`config.mk`:
```
export PLATFORM = sky130hd
export DESIGN_NAME = decodeTop
export DESIGN_NICKNAME = d
export VERILOG_FILES = /design/src/isaPkg.sv /design/src/uopPkg.sv /design/src/instDecoder.sv /design/src/decodeRenameRegs.sv /design/src/decodeTop.sv
export SDC_FILE = /design/constraint.sdc
export NUM_CORES = 1
export LEC_CHECK = 0
export BUFFER_PORTS_ARGS = -buffer_cell sky130_fd_sc_hd__buf_2
export CAP_MARGIN = 20
export CORE_UTILIZATION = 50
export CTS_BUF_LIST = sky130_fd_sc_hd__clkbuf_2 sky130_fd_sc_hd__clkbuf_4 sky130_fd_sc_hd__clkbuf_8
export DETAILED_ROUTE_END_ITERATION = 10
export PLACE_DENSITY = 0.73
export SKIP_CTS_REPAIR_TIMING = 1
export SYNTH_ARGS = -nofsm -noshare
export SYNTH_HDL_FRONTEND = slang
export SYNTH_HIERARCHICAL = 1
export SYNTH_SLANG_ARGS = --single-unit
```
`constraint.sdc`:
```
create_clock -name clk -period 2.3 [get_ports clk]
set_input_delay 0.23 -clock clk [delete_from_list [all_inputs] [get_ports clk]]
set_output_delay 0.23 -clock clk [all_outputs]
set_load 0.05 [all_outputs]
```
`src/isaPkg.sv`:
```
package isaPkg;

    // **************************************************
    // Instruction field positions
    // **************************************************
    localparam int opHi    = 31;
    localparam int opLo    = 26;
    localparam int rsHi    = 25;
    localparam int rsLo    = 21;
    localparam int rtHi    = 20;
    localparam int rtLo    = 16;
    localparam int rdHi    = 15;
    localparam int rdLo    = 11;
    localparam int functHi = 5;
    localparam int functLo = 0;
    localparam int immHi   = 15;
    localparam int immLo   = 0;

    // **************************************************
    // Primary opcodes
    // **************************************************
    localparam logic [5:0] opSpecial = 6'h00; // R-type, see function codes
    localparam logic [5:0] opBeq     = 6'h04;
    localparam logic [5:0] opAddiu   = 6'h09;
    localparam logic [5:0] opOri     = 6'h0d;
    localparam logic [5:0] opLw      = 6'h23;
    localparam logic [5:0] opSw      = 6'h2b;

    // Function codes under opSpecial
    localparam logic [5:0] fnMult = 6'h18;
    localparam logic [5:0] fnDiv  = 6'h1a;
    localparam logic [5:0] fnAddu = 6'h21;
    localparam logic [5:0] fnSubu = 6'h23;

endpackage

```
`src/uopPkg.sv`:
```
package uopPkg;

    // **************************************************
    // Micro-op kinds
    // **************************************************
    typedef enum logic [3:0] {
        addU     = 4'd0,
        subU     = 4'd1,
        addiU    = 4'd2,
        orI      = 4'd3,
        load     = 4'd4,
        store    = 4'd5,
        branchEq = 4'd6,
        multLo   = 4'd7,
        multHi   = 4'd8,
        divLo    = 4'd9,
        divHi    = 4'd10,
        mdBubble = 4'd11, // Filler between two decoders' micro-ops
        reserved = 4'd12
    } uopKind;

    typedef enum logic {
        typeNormal = 1'b0,
        typeCond   = 1'b1
    } branchType;

    // **************************************************
    // One micro-op as handed to rename
    // **************************************************
    typedef struct packed {
        uopKind      kind;
        logic [31:0] pc;
        logic        isDs;     // Sits in a branch delay slot
        branchType   brType;
        logic [4:0]  src0;
        logic [4:0]  src1;
        logic [4:0]  dst;
        logic        dstWe;
        logic [15:0] imm;
        logic        causeExc; // Reserved instruction
        logic        valid;
    } uopBundle;

endpackage

```
`src/instDecoder.sv`:
```
`timescale 1ns/1ps

module instDecoder import isaPkg::*, uopPkg::*; (
    input  logic        instValid,
    input  logic [31:0] inst,
    input  logic [31:0] pc,
    input  logic        isDs,
    output uopBundle    uop0,
    output uopBundle    uop1
);

    logic [5:0]  opcode;
    logic [5:0]  funct;
    logic [4:0]  rs;
    logic [4:0]  rt;
    logic [4:0]  rd;
    logic [15:0] imm;
    logic        isMd;   // Cracks into a LO and a HI half
    logic        isRsvd;
    uopKind      hiKind;

    assign opcode = inst[opHi:opLo];
    assign rs     = inst[rsHi:rsLo];
    assign rt     = inst[rtHi:rtLo];
    assign rd     = inst[rdHi:rdLo];
    assign funct  = inst[functHi:functLo];
    assign imm    = inst[immHi:immLo];

    // **************************************************
    // First micro-op
    // **************************************************
    always_comb begin
        uop0        = '0;
        uop0.pc     = pc;
        uop0.isDs   = isDs;
        uop0.brType = typeNormal;
        uop0.imm    = imm;
        uop0.src0   = rs;
        uop0.src1   = rt;
        uop0.valid  = instValid;
        isMd        = 1'b0;
        isRsvd      = 1'b0;
        hiKind      = multHi;

        case (opcode)
            opSpecial: begin
                case (funct)
                    fnAddu: begin
                        uop0.kind  = addU;
                        uop0.dst   = rd;
                        uop0.dstWe = 1'b1;
                    end
                    fnSubu: begin
                        uop0.kind  = subU;
                        uop0.dst   = rd;
                        uop0.dstWe = 1'b1;
                    end
                    fnMult: begin
                        uop0.kind = multLo; // HI/LO only, no GPR write
                        isMd      = 1'b1;
                        hiKind    = multHi;
                    end
                    fnDiv: begin
                        uop0.kind = divLo;
                        isMd      = 1'b1;
                        hiKind    = divHi;
                    end
                    default: isRsvd = 1'b1;
                endcase
            end
            opAddiu: begin
                uop0.kind  = addiU;
                uop0.src1  = 5'd0;
                uop0.dst   = rt;
                uop0.dstWe = 1'b1;
            end
            opOri: begin
                uop0.kind  = orI;
                uop0.src1  = 5'd0;
                uop0.dst   = rt;
                uop0.dstWe = 1'b1;
            end
            opLw: begin
                uop0.kind  = load;
                uop0.src1  = 5'd0;
                uop0.dst   = rt;
                uop0.dstWe = 1'b1;
            end
            opSw:  uop0.kind = store; // Base in rs, data in rt
            opBeq: begin
                uop0.kind   = branchEq;
                uop0.brType = typeCond;
            end
            default: isRsvd = 1'b1;
        endcase

        if (isRsvd) begin
            uop0.kind     = reserved;
            uop0.src0     = 5'd0;
            uop0.src1     = 5'd0;
            uop0.causeExc = 1'b1;
        end
    end

    // Second half only for mult and div
    always_comb begin
        uop1 = '0;
        if (isMd) begin
            uop1      = uop0;
            uop1.kind = hiKind;
        end
    end

    always_comb begin
        assert (!uop1.valid || uop0.valid)
            else $error("instDecoder: second micro-op valid without first");
    end

endmodule

```
`src/decodeRenameRegs.sv`:
```
`timescale 1ns/1ps

module decodeRenameRegs import uopPkg::*; (
    input  logic     clk,
    input  logic     arstN,
    input  logic     pause,
    input  logic     flush,
    input  uopBundle dec0Uop0,
    input  uopBundle dec0Uop1,
    input  uopBundle dec1Uop0,
    input  uopBundle dec1Uop1,
    output logic     pauseReq,
    output uopBundle renameUop0,
    output uopBundle renameUop1
);

    uopBundle r0, r1; // Decoder 0 pair
    uopBundle r2, r3; // Decoder 1 pair
    uopBundle bubble;
    logic     full;
    logic     split;  // Second regrouped cycle pending

    assign full     = (r1.valid || r3.valid) && !split;
    assign pauseReq = full;

    // **************************************************
    // Stage register
    // **************************************************
    always_ff @(posedge clk or negedge arstN) begin
        if (!arstN) begin
            r0    <= '0;
            r1    <= '0;
            r2    <= '0;
            r3    <= '0;
            split <= 1'b0;
        end else if (flush) begin
            r0    <= '0;
            r1    <= '0;
            r2    <= '0;
            r3    <= '0;
            split <= 1'b0;
        end else if (pause || full) begin
            split <= full || split; // Contents held
        end else begin
            r0    <= dec0Uop0;
            r1    <= dec0Uop1;
            r2    <= dec1Uop0;
            r3    <= dec1Uop1;
            split <= full;
        end
    end

    // Keeps decoder 1's micro-ops out of decoder 0's pair
    always_comb begin
        bubble        = '0;
        bubble.kind   = mdBubble;
        bubble.pc     = r2.pc;
        bubble.isDs   = r2.isDs;
        bubble.brType = typeNormal;
        bubble.valid  = 1'b1;
    end

    // **************************************************
    // Output regrouping
    // **************************************************
    always_comb begin
        if (split) begin
            renameUop0 = r2;
            renameUop1 = r3;
        end else if (full) begin
            renameUop0 = r0;
            renameUop1 = r1.valid ? r1 : bubble;
        end else begin
            renameUop0 = r0;
            renameUop1 = r2;
        end
    end

    // Regrouping never takes more than two cycles
    assert property (@(posedge clk) disable iff (!arstN)
        pauseReq && !pause && !flush |=> !pauseReq);

    // Fetch packs slot 0 first
    assert property (@(posedge clk) disable iff (!arstN)
        renameUop1.valid |-> renameUop0.valid);

endmodule

```
`src/decodeTop.sv`:
```
`timescale 1ns/1ps

module decodeTop import uopPkg::*; (
    input  logic        clk,
    input  logic        arstN,
    input  logic        pause,
    input  logic        flush,
    input  logic        instValid0,
    input  logic        instValid1,
    input  logic        isDs0,
    input  logic        isDs1,
    input  logic [31:0] inst0,
    input  logic [31:0] inst1,
    input  logic [31:0] pc0,
    input  logic [31:0] pc1,
    output logic        pauseReq,
    output uopBundle    renameUop0,
    output uopBundle    renameUop1
);

    uopBundle dec0Uop0;
    uopBundle dec0Uop1;
    uopBundle dec1Uop0;
    uopBundle dec1Uop1;

    // **************************************************
    // Decoders, one per fetch slot
    // **************************************************
    instDecoder dec0_i (
        .instValid (instValid0),
        .inst      (inst0),
        .pc        (pc0),
        .isDs      (isDs0),
        .uop0      (dec0Uop0),
        .uop1      (dec0Uop1)
    );

    instDecoder dec1_i (
        .instValid (instValid1),
        .inst      (inst1),
        .pc        (pc1),
        .isDs      (isDs1),
        .uop0      (dec1Uop0),
        .uop1      (dec1Uop1)
    );

    decodeRenameRegs regs_i (
        .clk        (clk),
        .arstN      (arstN),
        .pause      (pause),
        .flush      (flush),
        .dec0Uop0   (dec0Uop0),
        .dec0Uop1   (dec0Uop1),
        .dec1Uop0   (dec1Uop0),
        .dec1Uop1   (dec1Uop1),
        .pauseReq   (pauseReq),
        .renameUop0 (renameUop0),
        .renameUop1 (renameUop1)
    );

endmodule

```
After elaboration in Yosys (flattened, before gate mapping)
Cells that the tools add are included.
{"block": "word_totals", "reg_bits": 289, "in_bits": 136, "out_inout_bits": 145}
{"block": "classes", "eq_ne": 19, "n_mux": 46, "reduce_logical": 17}
{"op": "two-way mux 72 bit", "n": 14}
{"op": "equality test 6 bit (second input constant)", "n": 8}
{"op": "case mux 4 bit (6 select lines)", "n": 2}
{"op": "equality test 6 x 4 -> 1 bit (second input constant)", "n": 4}
{"op": "equality test 6 x 5 -> 1 bit (second input constant)", "n": 4}
{"op": "case mux 4 bit (3 select lines)", "n": 2}
{"op": "case mux 6 bit (2 select lines)", "n": 2}
{"op": "two-way mux 10 bit", "n": 2}
{"op": "equality test 6 x 3 -> 1 bit (second input constant)", "n": 2}
{"op": "zero test 6 bit", "n": 2}
{"op": "two-way mux 1 bit", "n": 12}
{"op": "two-way mux 6 bit", "n": 2}
{"op": "two-way mux 5 bit", "n": 2}
{"op": "OR reduction 5 bit", "n": 2}
{"op": "two-way mux 2 bit", "n": 4}
{"op": "two-way mux 4 bit", "n": 2}
{"op": "OR reduction 2 bit", "n": 4}
{"op": "OR reduction 4 bit", "n": 2}
{"op": "OR reduction 3 bit", "n": 2}
{"op": "case mux 1 bit (2 select lines)", "n": 2}
{"op": "logical OR 1 bit", "n": 3}
{"op": "!= test 2 bit (second input constant)", "n": 1}
{"op": "logical AND 1 bit", "n": 1}
{"op": "zero test 1 bit", "n": 1}

Longest topological paths before layout
{"block": "logic_depth", "word_depth": 8, "depth_mapped": 7}

Modules after synthesis
Netlist, hierarchy kept.
{"mod": "decodeRenameRegs", "instances": 1, "cells_per_inst": 1012, "area_each_um2": 12528.3, "seq_area_each_um2": 7231.9}
{"mod": "instDecoder", "instances": 2, "cells_per_inst": 189, "area_each_um2": 1265.0, "seq_area_each_um2": 0.0}

Least setup slack after synthesis
No wires, ideal clock.
{"block": "synth_path", "path_type": "reg-to-output", "from": "register regs_i/r1[0] (netlist bit)", "to": "output renameUop1[71] (netlist bit)", "arrival_time_ns": 2.218, "required_ns": 2.070, "slack_ns": -0.148, "stages_incl_launch_ff": 5, "path_buffers": 2, "cell_sequence": "dfrtp_1 -> clkbuf_1 -> clkbuf_1 -> nor3_1 -> o31ai_1"}
{"item": "start, declared", "line_no": "decodeRenameRegs.sv:17", "rtl": "uopBundle r0, r1;"}
{"item": "start signal, assigned", "line_no": "decodeRenameRegs.sv:46", "rtl": "r1 <= dec0Uop1;"}
{"item": "end, declared", "line_no": "decodeTop.sv:18", "rtl": "output uopBundle renameUop1"}

==> summary.md <==
| Metric | Value |
|---|---|
| Overall routed net length | `44300 um` |
| GP Congestion | `approximately 0.85` |
| Remaining Overflow, GRT | `0` |
| Peak Freq | `433 MHz` |
| Shortest clock period the worst path allows after layout | `between 2 and 2.5 ns` |
| Highest signal layer in the routed design | `met5` |
| Count of synthesis-stage warnings from yosys | `6` |
| Post-synthesis average cell area | `about 11 sq um` |
| Final-layout setup total negative slack | `-0.0239 ns` |
| R2R cell count | `6` |
| Max-slew violation count | `0` |
| Final routed wire length divided by cell count | `around 22 um` |
| Async set-reset flop share out of synthesis | `100%` |
| Number of cells in the finished layout apart from fillers | `around 2000` |
| Routed met3 length | `between 3000 and 4000 um` |
| Worst Max-Slew Pin Slew | `between 0.5 and 0.6 ns` |
| Dominant register cell in the synthesized netlist | `dfrtp_1` |
| Type of element capturing the critical path | `primary output` |
| Kind of critical path | `reg2out` |
| Cell Area, Placed | `around 16000 sq um` |
| Clock insertion delay at the later pin of the skew report | `between 0.5 and 0.6 ns` |
| Critical path data arrival time | `~2.1 ns` |
| Power density over the cells | `between 600 and 700 nW/um^2` |
| Root Buffer Master | `clkbuf_8` |
| Reg2reg setup slack | `about 0.18 ns` |
| Via density per instance | `roughly 6.0` |
| Via count of the first global-routing pass | `11700` |
| Hold/Removal Path Class | `in2reg` |
| Violation count after the first detailed-routing iteration | `1340` |
| Inst Count DP | `approximately 1900` |
| Run status | `finished, violations left` |
| Worst setup margin | `-0.00924 ns` |
| Largest fanout of any net on the critical path | `54` |
| Failing checks | `setup timing` |
| Setup repair after global routing missed its margin | `true` |
| Max_cap viols | `0` |
| Hold Crit Start | `inst0[23]` |
| TritonCTS Buffers | `50` |
| Gate count of the mapped netlist | `1390` |
| Count of unique library cells instantiated by Yosys | `39` |
| Worst slew margin | `about 65%` |
| Top library cells by usage in the layout, fill and taps aside | `a22o_1, dfrtp_1, buf_2, and3_1, dlygate4sd3_1` |
| Relative area change from synthesis to final layout | `24.8%` |
| Clock tree from TritonCTS | `built` |
| Router iterations before antenna repair | `5` |
| Global routing usage summed across all routing layers | `between 20% and 30%` |
| Die outline width | `about 180 um` |
| Overall via count from detail_route | `around 12000` |
| First-pass GRT wire length | `roughly 65000 um` |
| Critical Path Start Type | `flip-flop` |
| Starting utilization of the core area | `just over 50%` |
| IO Pins | `around 280` |
| Clock slew seen by the registers of the worst setup and hold paths | `0.07 ns` |
| Routed metal-1 wire length | `around 19000 um` |
| Sequential-to-total area share from yosys stat | `approximately 48%` |
| Number of cells on the worst hold path | `3` |
| Max clock buf depth | `3` |
| Depth of the CTS H-tree | `2` |
| Final standard cell area without fillers | `around 19000 sq um` |
| Core area | `29600 sq um` |
| Leading cell type in the layout, fill and taps excluded | `a22o_1` |
| Layout cells sized above 1 | `between 30% and 40%` |
| Summed instance area of the synthesized netlist | `15100 sq um` |
| Static leakage power | `about 9.4 nW` |
| Post-Route Skew | `about 0.008 ns` |
| Worst min-delay path endpoint | `regs_i/r0[31]` |
| Startpoint of the most critical register-to-register path | `regs_i/r1[0]` |
| Number of rows in the core area | `63` |
| Largest voltage drop on the vdd net | `~480 uV` |
| Final period util | `100%` |
| Die height | `176 um` |
| Net count reported at finish | `1764` |
| Final Setup Violations | `3` |
| Number of antenna violations at the first check in global routing | `1` |
| Number of enable flip-flop cells after synthesis | `0` |
| Synthesis-stage register bit count | `approximately 290` |
| Critical register-to-register path endpoint | `regs_i/bubble[36]` |
| Antenna diode count | `0` |
| DRC violation count after routing | `0` |
| Port-buffer cells | `280` |
| Clk sink count | `about 290` |
| Count of nets left with antenna violations after detail routing | `0` |
| Worst endpoint required time | `2.07 ns` |
| HPWL reported at the end of detailed placement | `about 25000 um` |
| Final hold vios | `0` |
| Pin count of the biggest net entering global routing | `around 110` |
| Die footprint | `30800 sq um` |
| Final Total Pwr | `about 12 mW` |
| Length of routed met2 wiring | `approximately 21000 um` |
per-stage QoR:
stage | hold slack [ns] | utilization, % | setup slack [ns]
after floorplan | -0.0656 | - | 0.121
after global placement | 0.215 | 54.4 | 0.254
after detailed placement | 0.216 | 54.4 | 0.228
after CTS | -0.403 | 58.4 | -0.155
after global routing | 0.0144 | 63.4 | -0.0761
final | 0.0179 | 63.4 | -0.00924
state kept, by name, indices dropped and copies added, names as in the netlist:
name,cells
regs_i/bubble,33
regs_i/r0,72
regs_i/r1,72
regs_i/r2,39
regs_i/r3,72
regs_i/split,1
power breakdown:
group	switching [mW]	total [mW]	internal, mW
Sequential	0.0974	5.32	5.23
Clock	2.16	5.37	3.21
Combinational	1.05	1.65	0.600
Total	3.31	12.3	9.03
cells in the mapped netlist (5+ instances only):
| cell | n | share of area, % |
|---|---|---|
| a22o_1 | 298 | 17 |
| dfrtp_1 | 289 | 48 |
| buf_4 | 130 | 6.5 |
| and3_1 | 122 | 5.1 |
| nand2_1 | 80 | 2.0 |
| mux2_2 | 74 | 5.5 |
| buf_2 | 69 | 2.3 |
| o21ai_0 | 68 | 2.3 |
| clkbuf_1 | 60 | 1.5 |
| a21oi_1 | 44 | 1.5 |
| nor3b_1 | 37 | 1.8 |
| mux2i_1 | 33 | 2.2 |
| and2_1 | 10 | 0.42 |
| nor2_1 | 9 | 0.22 |
| nor3_1 | 9 | 0.30 |
| inv_1 | 6 | 0.15 |
| nor2b_1 | 5 | 0.21 |
critical path: stages, from the launching register on:
cell,delay (ns)
dfrtp_4,0.54
buf_16,0.32
mux2_2,0.40
buf_2,0.22
metal layers:
metal / track usage [%] / vias up
met2: 40.2 / 604
met4: 9.75 / 2
met1: 37.5 / 6244
met3: 4.98 / 88
li1: - / 5498
met5: 0 / -
kinds of logic after synthesis:
| group | count (synthesis) | synth area share (%) |
|---|---|---|
| buffers and inverters | 267 | 10.6 |
| DFF | 289 | 48.0 |
| AOI/OAI and AO/OA | 432 | 22.2 |
| muxes | 107 | 7.73 |
| and+or+nand+nor | 293 | 11.4 |
| other | 2 | 0.0499 |
worst max-delay path by stage:
stage | from | endpoint | cells after the start
global route | regs_i/split | renameUop0[49] | 3
CTS | regs_i/r1[0] | renameUop1[5] | 5
global placement | inst1[26] | regs_i/r2[23] | 6
floorplan | regs_i/r1[0] | renameUop1[35] | 3
finish | regs_i/split | renameUop0[49] | 3
detailed placement | inst1[26] | regs_i/r2[22] | 6
cell type report:
class / instances / area (sq um)
Tap cell: 390 / 488
Fill cell: 2312 / 10800
Timing Repair Buffer: 423 / 3360
Inverter: 6 / 22.5
Clock buffer: 87 / 1100
Clock inverter: 6 / 80.1
Multi-Input combinational cell: 858 / 6500
Sequential cell: 289 / 7240
Power figures use the tool's default switching activity.
